$ cat config.mk
export PLATFORM = sky130hd
export DESIGN_NAME = lcd_top
export DESIGN_NICKNAME = d
export VERILOG_FILES = /design/src/source/lcd_pkg.sv /design/src/source/wb_pkg.sv /design/src/source/lcd_nibble_if.sv /design/src/source/lcd_byte_fifo.sv /design/src/source/lcd_ctrl.sv /design/src/source/lcd_strobe_gen.sv /design/src/source/lcd_top.sv /design/src/source/lcd_wb_slave.sv
export SDC_FILE = /design/constraint.sdc
export NUM_CORES = 1
export LEC_CHECK = 0
export ABC_CLOCK_PERIOD_IN_PS = 6810
export BUFFER_PORTS_ARGS = -buffer_cell sky130_fd_sc_hd__buf_2
export CAP_MARGIN = 20
export CORE_ASPECT_RATIO = 1.25
export CORE_MARGIN = 3
export CORE_UTILIZATION = 65
export DETAILED_ROUTE_END_ITERATION = 8
export PLACE_DENSITY_LB_ADDON = 0.05
export SLEW_MARGIN = 30
export SYNTH_ARGS = -nofsm -noshare
export SYNTH_HDL_FRONTEND = slang
export SYNTH_SLANG_ARGS = --single-unit
$ cat constraint.sdc
create_clock -name clk -period 6.81 [get_ports clk]
set_input_delay 1.362 -clock clk [delete_from_list [all_inputs] [get_ports clk]]
set_output_delay 1.362 -clock clk [all_outputs]
set_load 0.1 [all_outputs]
$ cat src/source/lcd_pkg.sv
// ----------------------------------------------------------
// Display-side definitions for the HD44780 4-bit interface
// Queued byte and nibble structs, command codes and the
// power-up nibble table
// ----------------------------------------------------------
`default_nettype none

package lcd_pkg;

  // Queued byte, rs 1 selects character data, rs 0 a command
  typedef struct packed {
    logic       rs;
    logic [7:0] data;
  } lcd_byte_t;

  // One transfer on D7..D4 with its register select
  typedef struct packed {
    logic       rs;
    logic [3:0] data;
  } lcd_nibble_t;

  // ----------------------------------------------------------
  // Power-up sequence
  // ----------------------------------------------------------
  localparam int INIT_LEN = 4;

  // 8-bit wake nibble, switch to 4-bit, then display on with cursor
  localparam lcd_nibble_t [0:INIT_LEN-1] INIT_TABLE = {
    5'h03, 5'h02, 5'h00, 5'h0E
  };

  // Common command bytes
  localparam logic [7:0] CMD_CLEAR = 8'h01;
  localparam logic [7:0] CMD_HOME  = 8'h02;
  // DDRAM address 0x40, start of line 2
  localparam logic [7:0] CMD_LINE2 = 8'hC0;

endpackage

`default_nettype wire

$ cat src/source/wb_pkg.sv
// ----------------------------------------------------------
// Bus-side definitions for the Wishbone register port
// Widths, register map and status bit positions
// ----------------------------------------------------------
`default_nettype none

package wb_pkg;

  // Bus widths
  localparam int WB_ADR_W = 2;
  localparam int WB_DAT_W = 8;

  // Register map
  localparam logic [WB_ADR_W-1:0] REG_DATA   = 2'd0;
  localparam logic [WB_ADR_W-1:0] REG_CMD    = 2'd1;
  localparam logic [WB_ADR_W-1:0] REG_STATUS = 2'd2;

  // Status byte layout
  localparam int ST_FULL      = 0;
  localparam int ST_BUSY      = 1;
  localparam int ST_INIT_DONE = 2;

endpackage

`default_nettype wire

$ cat src/source/lcd_nibble_if.sv
// ----------------------------------------------------------
// Nibble handshake from the control FSM to the strobe
// generator, valid/ready with one nibble and its RS flag
// ----------------------------------------------------------
`timescale 1ns/1ns
`default_nettype none

interface lcd_nibble_if;

  import lcd_pkg::*;

  // Source holds valid and nib until ready is seen
  logic        valid;
  logic        ready;
  lcd_nibble_t nib;

  // Control side
  modport src (
    output valid,
    output nib,
    input  ready
  );

  // Pin driver side
  modport snk (
    input  valid,
    input  nib,
    output ready
  );

endinterface

`default_nettype wire

$ cat src/source/lcd_byte_fifo.sv
// ----------------------------------------------------------
// Synchronous FIFO of queued LCD bytes
// Circular buffer with occupancy count, full and empty flags
// ----------------------------------------------------------
`timescale 1ns/1ns
`default_nettype none

module lcd_byte_fifo #(
  parameter int FIFO_DEPTH = 8
) (
  input  wire                 clk,
  input  wire                 rst,
  input  wire                 push,
  input  wire lcd_pkg::lcd_byte_t push_data,
  output logic                full,
  input  wire                 pop,
  output lcd_pkg::lcd_byte_t  pop_data,
  output logic                empty
);

  import lcd_pkg::*;

  localparam int PTR_W = (FIFO_DEPTH > 1) ? $clog2(FIFO_DEPTH) : 1;
  localparam int CNT_W = $clog2(FIFO_DEPTH + 1);

  lcd_byte_t        mem [FIFO_DEPTH];
  logic [PTR_W-1:0] wr_ptr;
  logic [PTR_W-1:0] rd_ptr;
  logic [CNT_W-1:0] count;
  logic             do_push;
  logic             do_pop;

  assign full  = (count == CNT_W'(FIFO_DEPTH));
  assign empty = (count == '0);

  // Push dropped when full, pop dropped when empty
  assign do_push = push & ~full;
  assign do_pop  = pop & ~empty;

  // Head entry, valid while not empty
  assign pop_data = mem[rd_ptr];

  // Storage
  always_ff @(posedge clk) begin
    if (do_push) begin
      mem[wr_ptr] <= push_data;
    end
  end

  // Pointers wrap at depth, works for any depth
  always_ff @(posedge clk) begin
    if (rst) begin
      wr_ptr <= '0;
      rd_ptr <= '0;
      count  <= '0;
    end else begin
      if (do_push) begin
        wr_ptr <= (wr_ptr == PTR_W'(FIFO_DEPTH - 1)) ? '0 : wr_ptr + 1'b1;
      end
      if (do_pop) begin
        rd_ptr <= (rd_ptr == PTR_W'(FIFO_DEPTH - 1)) ? '0 : rd_ptr + 1'b1;
      end
      // Simultaneous push and pop leaves count alone
      if (do_push & ~do_pop) begin
        count <= count + 1'b1;
      end else if (do_pop & ~do_push) begin
        count <= count - 1'b1;
      end
    end
  end

endmodule

`default_nettype wire

$ cat src/source/lcd_ctrl.sv
// ----------------------------------------------------------
// LCD control FSM
// Plays the power-up table, then fetches queued bytes and
// issues each as high nibble then low nibble
// ----------------------------------------------------------
`timescale 1ns/1ns
`default_nettype none

module lcd_ctrl (
  input  wire                     clk,
  input  wire                     rst,
  // FIFO read side
  input  wire lcd_pkg::lcd_byte_t pop_data,
  input  wire                     empty,
  output logic                    pop,
  // Nibble stream to the strobe generator
  lcd_nibble_if.src               nib_out,
  // Status back to the bus slave
  output logic                    busy,
  output logic                    init_done
);

  import lcd_pkg::*;

  localparam int IDX_W = (INIT_LEN > 1) ? $clog2(INIT_LEN) : 1;

  typedef enum logic [1:0] {
    S_INIT,
    S_IDLE,
    S_HI,
    S_LO
  } state_t;

  state_t           state;
  logic [IDX_W-1:0] init_idx;
  lcd_byte_t        cur_byte;
  logic             xfer;

  // Handshake completes this cycle
  assign xfer = nib_out.valid & nib_out.ready;

  // Take the head byte as soon as the FSM is free
  assign pop = (state == S_IDLE) & ~empty;

  // Anything queued, pending or still on the pins
  assign busy = ~empty | nib_out.valid | ~nib_out.ready;

  // ----------------------------------------------------------
  // Sequencer
  // ----------------------------------------------------------
  always_ff @(posedge clk) begin
    if (rst) begin
      state         <= S_INIT;
      init_idx      <= '0;
      init_done     <= 1'b0;
      nib_out.valid <= 1'b0;
    end else begin
      case (state)
        // Table entries, one at a time
        S_INIT: begin
          if (!nib_out.valid) begin
            nib_out.valid <= 1'b1;
          end else if (xfer) begin
            nib_out.valid <= 1'b0;
            if (init_idx == IDX_W'(INIT_LEN - 1)) begin
              // Last power-up nibble accepted
              init_done <= 1'b1;
              state     <= S_IDLE;
            end else begin
              init_idx <= init_idx + 1'b1;
            end
          end
        end
        // Wait for a queued byte
        S_IDLE: begin
          if (!empty) begin
            nib_out.valid <= 1'b1;
            state         <= S_HI;
          end
        end
        // High nibble out, low nibble follows
        S_HI: begin
          if (xfer) begin
            state <= S_LO;
          end
        end
        S_LO: begin
          if (xfer) begin
            nib_out.valid <= 1'b0;
            state         <= S_IDLE;
          end
        end
        default: begin
          state <= S_IDLE;
        end
      endcase
    end
  end

  // ----------------------------------------------------------
  // Nibble payload
  // ----------------------------------------------------------
  // Changes only when valid is low or a transfer just happened
  always_ff @(posedge clk) begin
    if ((state == S_INIT) && !nib_out.valid) begin
      nib_out.nib <= INIT_TABLE[init_idx];
    end else if (pop) begin
      cur_byte    <= pop_data;
      nib_out.nib <= '{rs: pop_data.rs, data: pop_data.data[7:4]};
    end else if ((state == S_HI) && xfer) begin
      nib_out.nib <= '{rs: cur_byte.rs, data: cur_byte.data[3:0]};
    end
  end

endmodule

`default_nettype wire

$ cat src/source/lcd_strobe_gen.sv
// ----------------------------------------------------------
// LCD pin driver
// Latches one nibble onto RS and D7..D4, then shapes the E
// pulse with setup, pulse and gap phases
// ----------------------------------------------------------
`timescale 1ns/1ns
`default_nettype none

module lcd_strobe_gen #(
  parameter int SETUP_CYCLES = 2,
  parameter int PULSE_CYCLES = 4,
  parameter int GAP_CYCLES   = 8
) (
  input  wire        clk,
  input  wire        rst,
  lcd_nibble_if.snk  nib_in,
  output logic       lcd_rs,
  output logic       lcd_e,
  output logic [3:0] lcd_d
);

  localparam int MAX_A = (SETUP_CYCLES > PULSE_CYCLES) ? SETUP_CYCLES : PULSE_CYCLES;
  localparam int MAX_CYC = (MAX_A > GAP_CYCLES) ? MAX_A : GAP_CYCLES;
  localparam int CNT_W = $clog2(MAX_CYC + 1);

  typedef enum logic [1:0] {
    PH_IDLE,
    PH_SETUP,
    PH_PULSE,
    PH_GAP
  } phase_t;

  phase_t           phase;
  logic [CNT_W-1:0] cnt;

  // Next nibble taken only between strobes
  assign nib_in.ready = (phase == PH_IDLE);

  // Down counter per phase, pins only move in idle
  always_ff @(posedge clk) begin
    if (rst) begin
      phase  <= PH_IDLE;
      cnt    <= '0;
      lcd_e  <= 1'b0;
      lcd_rs <= 1'b0;
      lcd_d  <= '0;
    end else begin
      case (phase)
        PH_IDLE: begin
          if (nib_in.valid) begin
            lcd_rs <= nib_in.nib.rs;
            lcd_d  <= nib_in.nib.data;
            cnt    <= CNT_W'(SETUP_CYCLES - 1);
            phase  <= PH_SETUP;
          end
        end
        // Address setup before E
        PH_SETUP: begin
          if (cnt == '0) begin
            lcd_e <= 1'b1;
            cnt   <= CNT_W'(PULSE_CYCLES - 1);
            phase <= PH_PULSE;
          end else begin
            cnt <= cnt - 1'b1;
          end
        end
        // E high, falling edge latches the nibble
        PH_PULSE: begin
          if (cnt == '0) begin
            lcd_e <= 1'b0;
            cnt   <= CNT_W'(GAP_CYCLES - 1);
            phase <= PH_GAP;
          end else begin
            cnt <= cnt - 1'b1;
          end
        end
        // Hold time plus execution gap
        default: begin
          if (cnt == '0) begin
            phase <= PH_IDLE;
          end else begin
            cnt <= cnt - 1'b1;
          end
        end
      endcase
    end
  end

endmodule

`default_nettype wire

$ cat src/source/lcd_top.sv
// ----------------------------------------------------------
// LCD controller top level
// Wishbone slave, byte FIFO, control FSM and pin driver
// ----------------------------------------------------------
`timescale 1ns/1ns
`default_nettype none

module lcd_top #(
  parameter int FIFO_DEPTH   = 8,
  parameter int SETUP_CYCLES = 2,
  parameter int PULSE_CYCLES = 4,
  parameter int GAP_CYCLES   = 8
) (
  input  wire                         clk,
  input  wire                         rst,
  // Wishbone classic
  input  wire [wb_pkg::WB_ADR_W-1:0]  wb_adr,
  input  wire [wb_pkg::WB_DAT_W-1:0]  wb_dat_w,
  output logic [wb_pkg::WB_DAT_W-1:0] wb_dat_r,
  input  wire                         wb_we,
  input  wire                         wb_stb,
  input  wire                         wb_cyc,
  output logic                        wb_ack,
  // HD44780 pins, 4-bit mode
  output logic                        lcd_rs,
  output logic                        lcd_e,
  output logic [3:0]                  lcd_d
);

  import lcd_pkg::*;

  logic      push;
  lcd_byte_t push_data;
  logic      full;
  logic      pop;
  lcd_byte_t pop_data;
  logic      empty;
  logic      busy;
  logic      init_done;

  lcd_nibble_if nib_if ();

  lcd_wb_slave u_slave (
    .clk(clk), .rst(rst),
    .wb_adr(wb_adr), .wb_dat_w(wb_dat_w), .wb_dat_r(wb_dat_r),
    .wb_we(wb_we), .wb_stb(wb_stb), .wb_cyc(wb_cyc), .wb_ack(wb_ack),
    .push(push), .push_data(push_data), .full(full),
    .busy(busy), .init_done(init_done)
  );

  lcd_byte_fifo #(.FIFO_DEPTH(FIFO_DEPTH)) u_fifo (
    .clk(clk), .rst(rst),
    .push(push), .push_data(push_data), .full(full),
    .pop(pop), .pop_data(pop_data), .empty(empty)
  );

  lcd_ctrl u_ctrl (
    .clk(clk), .rst(rst),
    .pop_data(pop_data), .empty(empty), .pop(pop),
    .nib_out(nib_if.src), .busy(busy), .init_done(init_done)
  );

  lcd_strobe_gen #(
    .SETUP_CYCLES(SETUP_CYCLES),
    .PULSE_CYCLES(PULSE_CYCLES),
    .GAP_CYCLES(GAP_CYCLES)
  ) u_strobe (
    .clk(clk), .rst(rst), .nib_in(nib_if.snk),
    .lcd_rs(lcd_rs), .lcd_e(lcd_e), .lcd_d(lcd_d)
  );

endmodule

`default_nettype wire

$ cat src/source/lcd_wb_slave.sv
// ----------------------------------------------------------
// Wishbone classic slave for the LCD controller
// Data and command writes become FIFO pushes, status reads
// return full, busy and init_done
// ----------------------------------------------------------
`timescale 1ns/1ns
`default_nettype none

module lcd_wb_slave (
  input  wire                          clk,
  input  wire                          rst,
  // Wishbone classic
  input  wire [wb_pkg::WB_ADR_W-1:0]   wb_adr,
  input  wire [wb_pkg::WB_DAT_W-1:0]   wb_dat_w,
  output logic [wb_pkg::WB_DAT_W-1:0]  wb_dat_r,
  input  wire                          wb_we,
  input  wire                          wb_stb,
  input  wire                          wb_cyc,
  output logic                         wb_ack,
  // FIFO write side
  output logic                         push,
  output lcd_pkg::lcd_byte_t           push_data,
  input  wire                          full,
  // Controller status
  input  wire                          busy,
  input  wire                          init_done
);

  import wb_pkg::*;

  logic                req;
  logic                fifo_wr;
  logic                can_done;
  logic [WB_DAT_W-1:0] status;

  // ----------------------------------------------------------
  // Request decode
  // ----------------------------------------------------------
  // New request only when not already in the ack cycle
  assign req = wb_cyc & wb_stb & ~wb_ack;

  // Writes that land in the FIFO
  assign fifo_wr = wb_we & ((wb_adr == REG_DATA) | (wb_adr == REG_CMD));

  // Queue writes stall while full, all else completes at once
  assign can_done = ~fifo_wr | ~full;

  // Status byte, unused bits read as zero
  always_comb begin
    status               = '0;
    status[ST_FULL]      = full;
    status[ST_BUSY]      = busy;
    status[ST_INIT_DONE] = init_done;
  end

  // ----------------------------------------------------------
  // Registered ack and push
  // ----------------------------------------------------------
  always_ff @(posedge clk) begin
    if (rst) begin
      wb_ack <= 1'b0;
      push   <= 1'b0;
    end else begin
      // Single-cycle ack, push rides along with it
      wb_ack <= req & can_done;
      push   <= req & can_done & fifo_wr;
    end
  end

  // Payload, captured with the request
  always_ff @(posedge clk) begin
    if (req & can_done) begin
      // Command register clears RS
      push_data.rs   <= (wb_adr == REG_DATA);
      push_data.data <= wb_dat_w;
      // Only the status register reads back
      if (wb_adr == REG_STATUS) begin
        wb_dat_r <= status;
      end else begin
        wb_dat_r <= '0;
      end
    end
  end

endmodule

`default_nettype wire

---- Yosys cells after proc, flatten, opt, wreduce, memory -nomap -nowiden ----
Memory sizes are Yosys's and may differ from the RTL's. A register that Yosys moved wholly into a read port is not among the register bits.
Index checks and enable logic that the tools add are counted.
storage, ports and cells
  flip-flop bits (word level) ............. 57
  RAM bits ................................ 72
  input port bits ......................... 15
  output and inout port bits .............. 15
  word-level logic and storage cells ...... 137
  memories kept ........................... 1
memories
  memory      depth  bits a word  rd ports  clocked after memory_dff  wr ports  line                 RTL
  u_fifo.mem  8      9            1         1                         1         lcd_byte_fifo.sv:26  lcd_byte_t mem [FIFO_DEPTH];
operators by class
  add/subtract/negate cells ............... 6
  $lt $le $gt $ge ......................... 1
  eq/ne operators ......................... 21
  mux-type cells .......................... 39
  bitwise logic cells ..................... 25
  reduce and logical (&&, ||, !) cells .... 22
operator list
  cell                                                                number
  5-bit two-way mux                                                   5
  4-bit two-way mux                                                   6
  2-bit two-way mux                                                   10
  2-bit by 1-bit != test with 1-bit output, second input constant     8
  3-bit two-way mux                                                   4
  4-bit one-hot mux with 3 select lines                               1
  4-bit AND reduction                                                 3
  1-bit AND                                                           11
  5-bit binary-select mux with 2-bit select                           1
  2-bit == test, second input constant                                5
  1-bit NOT                                                           9
  4-bit zero test                                                     2
  1-bit two-way mux                                                   8
  2-bit one-hot mux with 4 select lines                               1
  4-bit by 1-bit subtractor with 4-bit output, second input constant  2
  3-bit by 1-bit adder with 3-bit output, second input constant       2
  2-bit by 1-bit == test with 1-bit output, second input constant     3
  3-bit == test, second input constant                                2
  2-bit zero test                                                     3
  2-bit one-hot mux with 3 select lines                               1
  2-bit AND reduction                                                 3
  3-bit AND reduction                                                 2
  6-bit AND reduction                                                 1
  2-bit nonzero test                                                  3
  other kinds (13)                                                    18

---- Depth between registers and ports, before layout ----
Gate-level depths: netlist of run 1.
  word-level depth ........................ 7
  depth in mapped cells ................... 12
  depth with buffers taken out ............ 11

---- Hierarchy ----
From an unflattened synthesis of run 1, not the netlist that was laid out.
unflattened totals
  cell total of the unflattened synthesis .. 366
  area total of the unflattened synthesis .. 5527.8 sq um
by module, submodules not included
  module          instances  cells each  area an instance (sq um)  seq. area each (sq um)
  lcd_byte_fifo   1          180         3467.1                    2422.3
  lcd_ctrl        1          74          858.3                     420.4
  lcd_strobe_gen  1          81          670.6                     240.2
  lcd_wb_slave    1          31          531.8                     400.4

---- Worst setup path before layout of run 1 ----
OpenSTA, ideal clock, no wires.
  path type ............................... reg2reg
  start ................................... reg u_fifo.count[0]
  end ..................................... reg u_fifo.count[3]
  setup time .............................. 121 ps
  data arrival time ....................... 2428 ps
  data required time ...................... 6689 ps
  setup slack ............................. 4262 ps
  stages on the path, launching flop included .. 11
  path buffers ............................ 0
  period minus slack after synthesis ...... 2548 ps
  cells stage by stage .................... dfxtp_1 > or4b_4 > nand2_2 > inv_2 > ha_1 > inv_1 > ha_1 > a21oi_1 > a211oi_1 > a31oi_1 > mux2_2
between the ends
  elaborated cells on any way between the ends .. 16
  classes of those cells .................. add/sub: 2; eq/ne: 1; mux: 2; bitwise: 9; reduce/logical: 2
RTL lines
  what                          line                 RTL
  from (decl)                   lcd_byte_fifo.sv:29  logic [CNT_W-1:0] count;
  from (signal assigned)        lcd_byte_fifo.sv:65  count <= count + 1'b1;
  from (signal assigned)        lcd_byte_fifo.sv:67  count <= count - 1'b1;
  4-bit == test *               lcd_byte_fifo.sv:33  assign full = (count == CNT_W'(FIFO_DEPTH));
  1-bit NOT *                   lcd_byte_fifo.sv:37  assign do_push = push & ~full;
  1-bit AND *                   lcd_byte_fifo.sv:37
  via u_fifo.do_push            lcd_byte_fifo.sv:30  logic do_push;
  1-bit NOT                     lcd_byte_fifo.sv:66  end else if (do_pop & ~do_push) begin
  1-bit AND                     lcd_byte_fifo.sv:66
  2-bit nonzero test (no line)  --
Mark *: on every way through the listed nets, which the timed path passes. The rest lies on a longest branch. The select of a mux whose other input is x is not followed.
A chain may end at the register's enable or synchronous reset.

---- Final worst setup path of run 1 ----
  start ................................... reg u_ctrl.state[1]
  end ..................................... reg u_fifo.count[3]
between the ends
  cells in the longest elaborated chain, start to end .. 6
  elaborated cells on any way between the ends .. 8
  classes of those cells .................. eq/ne: 1; mux: 1; bitwise: 5; reduce/logical: 1
ends and longest elaborated chain
  what                                                            line                 RTL
  from (decl)                                                     lcd_ctrl.sv:34       state_t state;
  from (signal assigned)                                          lcd_ctrl.sv:53       state <= S_INIT;
  from (signal assigned)                                          lcd_ctrl.sv:68       state <= S_IDLE;
  from (signal assigned)                                          lcd_ctrl.sv:78       state <= S_HI;
  2-bit by 1-bit == test with 1-bit output *                      lcd_ctrl.sv:43       assign pop = (state == S_IDLE) & ~empty;
  1-bit AND *                                                     lcd_ctrl.sv:43
  1-bit AND *                                                     lcd_byte_fifo.sv:38  assign do_pop = pop & ~empty;
  1-bit NOT                                                       lcd_byte_fifo.sv:64  if (do_push & ~do_pop) begin
  1-bit AND                                                       lcd_byte_fifo.sv:64
  4-bit two-way mux / 2-bit nonzero test (equally long branches)  --
Mark *: on every way between the ends. The rest lies on a longest branch, timed or not.

==> results of run 1 <==
==> kinds of logic after synthesis <==
family	Yosys count	synth area share [%]
other	1	0.0694
buffers and inverters	34	3.64
multiplexers	34	11.2
flip-flops	127	64.5
AO/OA/AOI/OAI	49	5.42
AND/OR/NAND/NOR	100	9.73
XOR/XNOR	3	0.486
adder cells (fa/ha/maj)	21	5.00
==> area by class of cell <==
cell class	instances	area [µm²]	share of cell area, %
Sequential cell	127	3480	56.5
Multi-Input combinational cell	212	1780	28.9
Clock buffer	18	418	6.78
Clock inverter	14	166	2.70
Timing Repair Buffer	25	128	2.07
Tap cell	95	119	1.93
Inverter	16	65.1	1.06
==> cell usage in the layout (no fill, tap or decap), types with 2 or more instances in the layout <==
cell and n:
nor3_1 7, edfxtp_1 94, or3_1 4, nor3_2 2
clkinv_2 2, nor3_4 2, a31oi_1 3, mux2i_1 9
mux4_1 8, a21oi_1 23, nor2b_1 7, o21ai_0 8
conb_1 5, clkbuf_16 16, nand3_1 2, inv_1 14
mux4_2 10, nor2_2 4, nor2_1 22, nand2_1 27
bufinv_16 3, inv_6 2, nand2b_1 8, xnor2_1 2
buf_2 24, a211oi_1 7, clkinv_4 4, nor3b_1 2
mux2_2 6, clkinv_1 2, ha_1 20, clkinvlp_4 2
nand3b_1 3, dfxtp_1 32
==> registers in the layout, summed over array words and instances, names as in the netlist, named ones only <==
| register | flops |
|---|---|
| u_fifo.count | 4 |
| u_ctrl.cur_byte | 5 |
| u_ctrl.nib_out.valid | 1 |
| u_slave.wb_dat_r | 3 |
| u_strobe.lcd_e | 1 |
| u_fifo.wr_ptr | 3 |
| u_ctrl.init_idx | 2 |
| u_fifo.rd_ptr | 3 |
| u_strobe.phase | 2 |
| u_strobe.cnt | 4 |
| u_strobe.lcd_rs | 1 |
| u_ctrl.state | 2 |
| u_slave.push_data | 9 |
| u_ctrl.nib_out.nib | 5 |
| u_slave.push | 1 |
| u_slave.wb_ack | 1 |
| u_fifo.mem | 72 |
| u_ctrl.init_done | 1 |
| u_strobe.lcd_d | 4 |
==> per-layer routing <==
| layer | vias up | wire length, µm |
|---|---|---|
| li1 | 1431 | - |
| met1 | 1524 | 4090 |
| met2 | 57 | 5460 |
| met3 | 19 | 293 |
| met4 | 0 | 176 |
| met5 | - | 0 |
==> through the flow <==
| step | total power [W] | worst slack, ps | hold WS [ps] |
|---|---|---|---|
| 2_1_floorplan | 0.00137 | 4260 | 437 |
| 3_3_place_gp | 0.00145 | 4010 | 440 |
| 3_5_place_dp | 0.00146 | 3870 | 447 |
| 4_1_cts | 0.00234 | 3840 | 455 |
| 5_1_grt | 0.00243 | 3570 | 483 |
| 6_report | 0.00233 | 3840 | 451 |
==> final timing paths <==
path,end,cells after the start,slack (ps),start
min reg2reg,u_strobe.lcd_d[2],2,450,u_strobe.lcd_d[2]
min,u_strobe.lcd_d[2],2,450,u_strobe.lcd_d[2]
max,u_fifo.count[3],11,3840,u_ctrl.state[1]
max reg2reg,u_fifo.count[3],11,3840,u_ctrl.state[1]
==> worst min-delay path, cell delays in order (launching register included) <==
cell	delay, ps
dfxtp_1	300
nand2_1	50
a21oi_1	50
==> power by group through the flow <==
stage	Combinational [W]	Clock, W	Sequential, W
6_report	0.000487	0.000886	0.000954
5_1_grt	0.000542	0.000930	0.000962
4_1_cts	0.000490	0.000892	0.000954
3_5_place_dp	0.000486	0	0.000969
3_3_place_gp	0.000479	0	0.000967
2_1_floorplan	0.000328	0	0.00104
==> flow_metrics.py, run 1 <==
metrics = {
    "outcome": {
        "outcome": "complete, no violations",
    },
    "worst_setup_path": {
        "path_max_fanout": 10,
        "cp.buffers_inverters": 3,
        "required_ps": 7210,
        "critPathTopFamily": "adder cells",
        "crit_path_frequent_cell": "ha_1",
        "end_kind": "flop",
        "worstSetupPathType": "flop to flop",
        "slowest_stage": "nor2b_1",
        "worst_ep_arrival_time_ps": 3380,
        "path_cells": "inv_1 -> ha_1 -> nor2b_1 -> inv_6 -> ha_1 -> inv_1 -> ha_1 -> a21oi_1 -> a211oi_1 -> a31oi_1 -> mux2_2",
        "startpoint_type": "flop",
        "cpPeakStageDelay_ps": 570,
    },
    "power": {
        "p_comb_share_pct": 20.9,
        "cell_internal_pwr_w": 0.00163,
        "power.leakage_nw": 2.20,
        "peakVddDrop_mv": 0.328,
        "power.share.clock_pct": 38.1,
        "p_sw_share_pct": 30.2,
        "seqPwrFrac_pct": 41.0,
        "p_switching_w": 0.000702,
        "power_density_nw_per_um2": 377,
    },
    "timing": {
        "relSlewSlack_pct": 37.0,
        "slew_violations": 0,
        "fin_skew_ps": 10.5,
        "hold_viol_final": 0,
        "grt_setup_unrepaired": "no",
        "fin_tns_setup_ps": 0,
        "final.period_utilization_pct": 43.7,
        "fmax_ghz": 0.336,
        "period_needed_ps": 2970,
        "tightest_slew_ps": 940,
        "setup_viol": 0,
    },
    "yosys": {
        "synth_most_common_cell": "edfxtp_1",
        "ys_ff_latch": 127,
        "synth_top_area_share_pct": 52.2,
        "ys_types": 52,
        "synthArstFlopShare_pct": 0,
        "synth.avg_cell_area_um2": 14.6,
        "yosys_warnings": 0,
        "netlist_area_um2": 5400,
        "syn-instance-count": 369,
        "yosys-top-cells-area": "edfxtp_1, dfxtp_1, ha_1",
        "yosysSeqAreaShare_pct": 64.5,
        "synth-main-ff-cell": "edfxtp_1",
        "yosys.area.top_type": "edfxtp_1",
        "yosys-top-cells-count": "edfxtp_1, dfxtp_1, nand2_1, nor2_1, a21oi_1",
        "synth-edff-count": 94,
    },
    "clocking": {
        "clock_path_buffers": 2,
        "cts_tree": "yes",
        "clockRootBuffer": "clkbuf_8",
        "ctsHoldBuffers": 0,
        "cts_buffers": 17,
        "numClockSinks": 127,
        "cts_setup_buffers": 0,
        "clkLatencyLatePin_ps": 520,
        "cts_resized": 0,
        "clkSlewWorstSetupHoldPaths_ps": 60,
        "htreeDepth": 4,
    },
    "grt": {
        "met3_usage_pct": 7.55,
        "grt_usage_pct": 23.6,
        "antenna_found_initial": 0,
        "gr-total-overflow": 0,
        "use_met2_pct": 40.0,
        "grt_pass1_vias": 3022,
        "grt_max_degree": 34,
        "grt_pass1_wl_um": 16000,
        "grt.busiest_layer": "met2",
        "met1_usage_pct": 28.6,
    },
    "floorplan": {
        "initial_core_util_pct": 68.2,
        "die_w_um": 87.5,
        "die_area_um2": 9450,
        "pin_count": 30,
        "core_um2": 7930,
        "num_rows": 36,
        "die_h_um": 108,
    },
    "placement": {
        "dpl.hpwl_um": 6340,
        "dp_cells": 475,
        "place.gp.congestion": 0.788,
        "port_buffers": 24,
        "postPlaceCellArea_um2": 5560,
    },
    "drt": {
        "drt_wl_total_um": 10000,
        "routed_via_density": 5.98,
        "first_pass_iters": 4,
        "drtAntennaViolNets": 0,
        "avgRoutedWirePerCell_um": 19.8,
        "dr.first_iter.drc_count": 156,
        "vias": 3031,
        "post-route-drc-count": 0,
    },
    "finish": {
        "area_delta_synth_final_pct": 14.1,
        "num-fill-cells": 450,
        "finalNonFillerCells": 507,
        "nNetsFinal": 435,
        "utilization_pct": 77.8,
        "n_antenna_cell": 0,
        "drive_above_1_share_pct": 21.6,
        "final_area_um2": 6160,
    },
    "run": {
        "maxCapViolCount": 0,
    },
    "min_path": {
        "hold_path.class": "flop to flop",
    },
}
Note: power is estimated with default switching activity, not from simulation.
==> run 2, diff against run 1 <==
Settings changed: ABC_AREA set to 1, ABC_CLOCK_PERIOD_IN_PS 6810 to 2910, CORE_UTILIZATION 65 to 61.
Clock period 6.81 ns to 2.91 ns, I/O delays scaled along.
==> flow_metrics.py, run 2 <==
metrics = {
    "min_path": {
        "hold_path.class": "primary input to flop",
    },
    "yosys": {
        "synth-main-ff-cell": "edfxtp_1",
        "netlist_area_um2": 5540,
        "yosys.area.top_type": "edfxtp_1",
        "synth_top_area_share_pct": 51.0,
        "synth-edff-count": 94,
        "ys_ff_latch": 127,
        "synthArstFlopShare_pct": 0,
        "yosys-top-cells-area": "edfxtp_1, dfxtp_1, nor2_1",
        "yosysSeqAreaShare_pct": 62.9,
        "ys_types": 33,
        "syn-instance-count": 543,
        "synth_most_common_cell": "nor2_1",
        "yosys_warnings": 0,
        "yosys-top-cells-count": "nor2_1, nand2_1, edfxtp_1, o21ai_0, inv_1",
        "synth.avg_cell_area_um2": 10.2,
    },
    "drt": {
        "drt_wl_total_um": 10600,
        "dr.first_iter.drc_count": 243,
        "first_pass_iters": 5,
        "drtAntennaViolNets": 0,
        "post-route-drc-count": 0,
        "routed_via_density": 5.23,
        "vias": 3723,
        "avgRoutedWirePerCell_um": 14.9,
    },
    "timing": {
        "tightest_slew_ps": 811,
        "final.period_utilization_pct": 78.8,
        "hold_viol_final": 0,
        "period_needed_ps": 2290,
        "grt_setup_unrepaired": "no",
        "fin_skew_ps": 7.74,
        "fmax_ghz": 0.436,
        "whs_ps": 233,
        "relSlewSlack_pct": 45.8,
        "setup_viol": 0,
        "fin_tns_setup_ps": 0,
        "slew_violations": 0,
    },
    "outcome": {
        "outcome": "complete, no violations",
    },
    "finish": {
        "area_delta_synth_final_pct": 14.0,
        "layout_common_cells": "nor2_1, nand2_1, edfxtp_1",
        "top_register": "u_fifo.mem",
        "nNetsFinal": 616,
        "n_antenna_cell": 0,
        "layout_commonest_cell": "nor2_1",
        "num-fill-cells": 682,
        "largest_reg_flops": 72,
        "drive_above_1_share_pct": 13.3,
        "reg_top3": "u_fifo.mem x72, u_slave.push_data x9",
    },
    "grt": {
        "gr-total-overflow": 0,
        "use_met2_pct": 38.8,
        "met3_usage_pct": 6.70,
        "grt_max_degree": 38,
        "antenna_found_initial": 0,
        "met1_usage_pct": 26.1,
        "grt_pass1_wl_um": 17600,
        "grt_pass1_vias": 3672,
        "grt_usage_pct": 22.6,
        "grt.busiest_layer": "met2",
    },
    "power": {
        "power.leakage_nw": 2.61,
        "peakVddDrop_mv": 0.591,
        "power_density_nw_per_um2": 958,
    },
    "clocking": {
        "cts_resized": 0,
        "cts_tree": "yes",
        "clockRootBuffer": "clkbuf_8",
        "clock_path_buffers": 2,
        "ctsHoldBuffers": 0,
        "htreeDepth": 4,
        "cts_setup_buffers": 0,
        "cts_buffers": 17,
        "numClockSinks": 127,
        "clkSlewWorstSetupHoldPaths_ps": 60,
        "clkLatencyLatePin_ps": 520,
    },
    "placement": {
        "port_buffers": 24,
        "dpl.hpwl_um": 7020,
        "place.gp.congestion": 0.829,
    },
    "floorplan": {
        "die_h_um": 113,
        "pin_count": 30,
        "core_um2": 8750,
        "num_rows": 38,
        "die_area_um2": 10300,
        "die_w_um": 91.2,
        "initial_core_util_pct": 63.3,
    },
    "worst_setup_path": {
        "worst_ep_arrival_time_ps": 2740,
        "end_kind": "flop",
        "startpoint_type": "flop",
        "worstSetupPathType": "flop to flop",
        "path_max_fanout": 10,
        "required_ps": 3360,
    },
    "run": {
        "maxCapViolCount": 0,
    },
}
-- run 2: cell types whose count changed in the layout (fill, tap and decap cells not counted), sizes merged, moves of 9 or more --
cell   delta
o21ai    +41
nor3     -10
mux4     -18
nor2     +79
mux2i     -9
nand3    +30
nand2    +75
inv      +34
a21oi    -12
-- run 2: layout make-up --
cell class / count / area [µm²] / area share, %
clock inverter: 14 / 144 / 2.28
clock buffer: 17 / 414 / 6.56
multi-input combinational: 351 / 1750 / 27.7
sequential: 127 / 3480 / 55.2
inverter: 51 / 194 / 3.07
tap: 120 / 150 / 2.38
timing repair buffer: 32 / 180 / 2.85
-- run 2: logic make-up (layout without fill, tap and decap cells) --
family / Yosys count / in the layout / share of synthesized area (%)
buffers and inverters: 69 / 114 / 5.78
and+or+nand+nor: 252 / 252 / 19.3
AOI/OAI and AO/OA: 69 / 69 / 6.42
other: 1 / 5 / 0.0677
adders and majority gates: 21 / 21 / 4.88
xor gates and xnor gates: 4 / 4 / 0.633
DFF: 127 / 127 / 62.9
-- run 2: where the power goes --
group	total, W	internal, W	switching [W]	leakage (nW)
clock	0.00196	0.00121	0.000758	0.255
sequential	0.00231	0.00217	0.000133	1.13
combinational	0.00178	0.000514	0.00127	1.23
-- run 2: through the flow --
stage / cell area (µm²) / util (%) / worst slack [ps] / std cells / total power [W]
floorplan: 5550 / - / 992 / 547 / 0.00378
global placement: 5760 / 65.8 / 867 / 681 / 0.00405
detailed placement: 5760 / 65.8 / 772 / 681 / 0.00411
CTS: 6320 / 72.2 / 626 / 712 / 0.00608
global route: 6320 / 72.2 / 470 / 712 / 0.00645
finish: 6320 / 72.2 / 617 / 712 / 0.00605
-- run 2: per-layer routing --
metal  part of all wire (%)  wire length (µm)  up-vias
met5                      0                 0        -
met1                     40              4250     1721
met2                     53              5620       95
met4                    2.9               303        0
met3                    3.9               417       23
li1                       -                 -     1884
-- run 2: critical path, cell delays in order, from the launching register on --
cell	delay, ps
dfxtp_1	380
inv_1	110
ha_1	250
nand2_4	160
ha_1	240
inv_1	110
ha_1	350
nand2_1	130
nand2_1	90
nor2_1	120
nand2_1	70
nand2_1	60
nand2_1	50
a21oi_1	110
-- run 2: path summary, 6_finish.rpt --
kind | start | endpoint | slack, ps | cells after the start
hold / removal | wb_dat_w[7] | u_slave.push_data[7] | 230 | 1
setup / recovery | u_ctrl.state[1] | u_fifo.count[3] | 620 | 13
hold reg to reg | u_ctrl.init_done | u_ctrl.init_done | 470 | 2
setup reg to reg | u_ctrl.state[1] | u_fifo.count[3] | 620 | 13
==> run 3, diff against run 2 <==
Settings changed: ABC_AREA 1 to 0, ABC_CLOCK_PERIOD_IN_PS 2910 to 2000, CORE_UTILIZATION 61 to 54.
Clock period 2.91 ns to 2 ns, I/O delays scaled along.
==> flow_metrics.py, run 3 (synthesized netlist as in run 1, its figures left out) <==
metrics = {
    "placement": {
        "place.gp.congestion": 0.727,
        "dp_worst_setup_slack_ps": -324,
        "dpl.hpwl_um": 6660,
        "postPlaceCellArea_um2": 5930,
        "port_buffers": 24,
    },
    "finish": {
        "multi_input_area_um2": 1830,
        "layout_commonest_cell": "edfxtp_1",
        "seq_area_um2": 3490,
        "reg_top3": "u_fifo.mem x72, u_slave.push_data x9",
        "n_antenna_cell": 0,
        "drive_above_1_share_pct": 30.6,
        "num-fill-cells": 676,
        "area_delta_synth_final_pct": 23.3,
        "top_register": "u_fifo.mem",
        "largest_reg_flops": 72,
        "final_area_um2": 6660,
        "layout_common_cells": "edfxtp_1, buf_4, dfxtp_1",
        "nNetsFinal": 474,
    },
    "timing": {
        "slew_violations": 0,
        "setup_viol": 3,
        "fin_skew_ps": 6.43,
        "fmax_ghz": 0.442,
        "grt_setup_unrepaired": "yes",
        "final.period_utilization_pct": 113,
        "relSlewSlack_pct": 54.3,
        "tightest_slew_ps": 684,
        "period_needed_ps": 2260,
        "hold_viol_final": 0,
        "finalWorstSetupSlack_ps": -260,
    },
    "floorplan": {
        "die_area_um2": 11200,
        "core_um2": 9710,
        "initial_core_util_pct": 55.6,
        "pin_count": 30,
        "die_h_um": 118,
        "num_rows": 40,
        "die_w_um": 95.5,
    },
    "drt": {
        "first_pass_iters": 4,
        "drt_wl_total_um": 10000,
        "met1Wirelength_um": 4170,
        "avgRoutedWirePerCell_um": 17.3,
        "met3WireLength_um": 238,
        "drtAntennaViolNets": 0,
        "dr.first_iter.drc_count": 154,
        "vias": 3109,
        "highest_layer": "met4",
        "dr_wl_met2_um": 5510,
        "post-route-drc-count": 0,
        "routed_via_density": 5.39,
    },
    "clocking": {
        "clkSlewWorstSetupHoldPaths_ps": 60,
        "clock_path_buffers": 2,
        "cts_tree": "yes",
        "clockRootBuffer": "clkbuf_16",
        "htreeDepth": 4,
        "ctsHoldBuffers": 0,
        "clkLatencyLatePin_ps": 400,
        "numClockSinks": 127,
        "cts_buffers": 17,
    },
    "grt": {
        "grt_pass1_vias": 3132,
        "gr-total-overflow": 0,
        "antenna_found_initial": 0,
        "grt_usage_pct": 19.6,
        "grt_max_degree": 18,
        "grt_pass1_wl_um": 16300,
    },
    "outcome": {
        "violations": "setup timing",
        "outcome": "finished with violations",
    },
    "worst_setup_path": {
        "path_cells": "or4b_4 -> nand2_4 -> inv_4 -> ha_4 -> inv_4 -> ha_4 -> a21oi_4 -> a211oi_2 -> a31oi_2 -> mux2_4",
        "slowest_stage": "or4b_4",
        "cpPeakStageDelay_ps": 560,
        "end_kind": "flop",
        "worst_ep_arrival_time_ps": 2550,
        "critPathTopFamily": "simple AND/OR/NAND/NOR gates",
        "worstSetupPathType": "flop to flop",
        "startpoint_type": "flop",
        "path_max_fanout": 3,
        "required_ps": 2290,
        "cp.buffers_inverters": 2,
    },
    "power": {
        "power_density_nw_per_um2": 1260,
        "peakVddDrop_mv": 0.746,
        "power.leakage_nw": 2.44,
    },
    "run": {
        "maxCapViolCount": 0,
    },
    "min_path": {
        "hold_path.class": "primary input to flop",
    },
}
## run 3: layout make-up
cell class,instances,area share (%)
clock inverter,14,3.19
inverter,16,1.05
clock buffer,18,6.44
multi-input combinational,212,27.5
timing repair buffer,64,6.99
tap,126,2.37
sequential,127,52.4
## run 3: stage by stage
stage	hold slack (ps)	util, %	TNS, ps	total power (W)	cells
after floorplan	437	-	-664	0.00468	373
after global placement	442	61.1	-975	0.00505	541
after detailed placement	447	61.1	-2100	0.00509	541
after CTS	153	68.4	-389	0.00843	576
after global routing	144	68.6	-637	0.00877	577
final	171	68.6	-371	0.00838	577
## run 3: path summary, 6_finish.rpt
check	endpoint	start	slack (ps)	cells past startpoint
worst min register to register	u_strobe.lcd_d[3]	u_strobe.lcd_d[3]	450	2
worst max register to register	u_fifo.count[3]	u_fifo.count[1]	-260	10
worst min-delay path	u_slave.push_data[0]	wb_dat_w[0]	170	1
worst max-delay path	u_fifo.count[3]	u_fifo.count[1]	-260	10
## run 3: worst register-to-register path, stage by stage (launching register included)
cell and delay (ps):
dfxtp_2 320, or4b_4 560, nand2_4 100, inv_4 40
ha_4 150, inv_4 60, ha_4 210, a21oi_4 140
a211oi_2 90, a31oi_2 170, mux2_4 310
## run 3: metal layers
metal  vias to the layer above  GRT usage [%]
met4                         0           5.60
met3                         7           5.37
li1                       1514              -
met5                         -              0
met2                        42           34.6
met1                      1546           23.1
## run 3: timing repair
item / in CTS / in global routing
buffers inserted: 3 / 1
pin swaps: 7 / 2
setup endpoints to repair: 21 / 6
cloned: 0 / 0
resized for setup: 10 / 5
## run 3: power by group
part / internal, W / leakage, nW / total [W] / switching, W
Clock: 0.00221 / 0.306 / 0.00331 / 0.00110
Sequential: 0.00307 / 1.13 / 0.00322 / 0.000149
Combinational: 0.000683 / 1.01 / 0.00185 / 0.00117
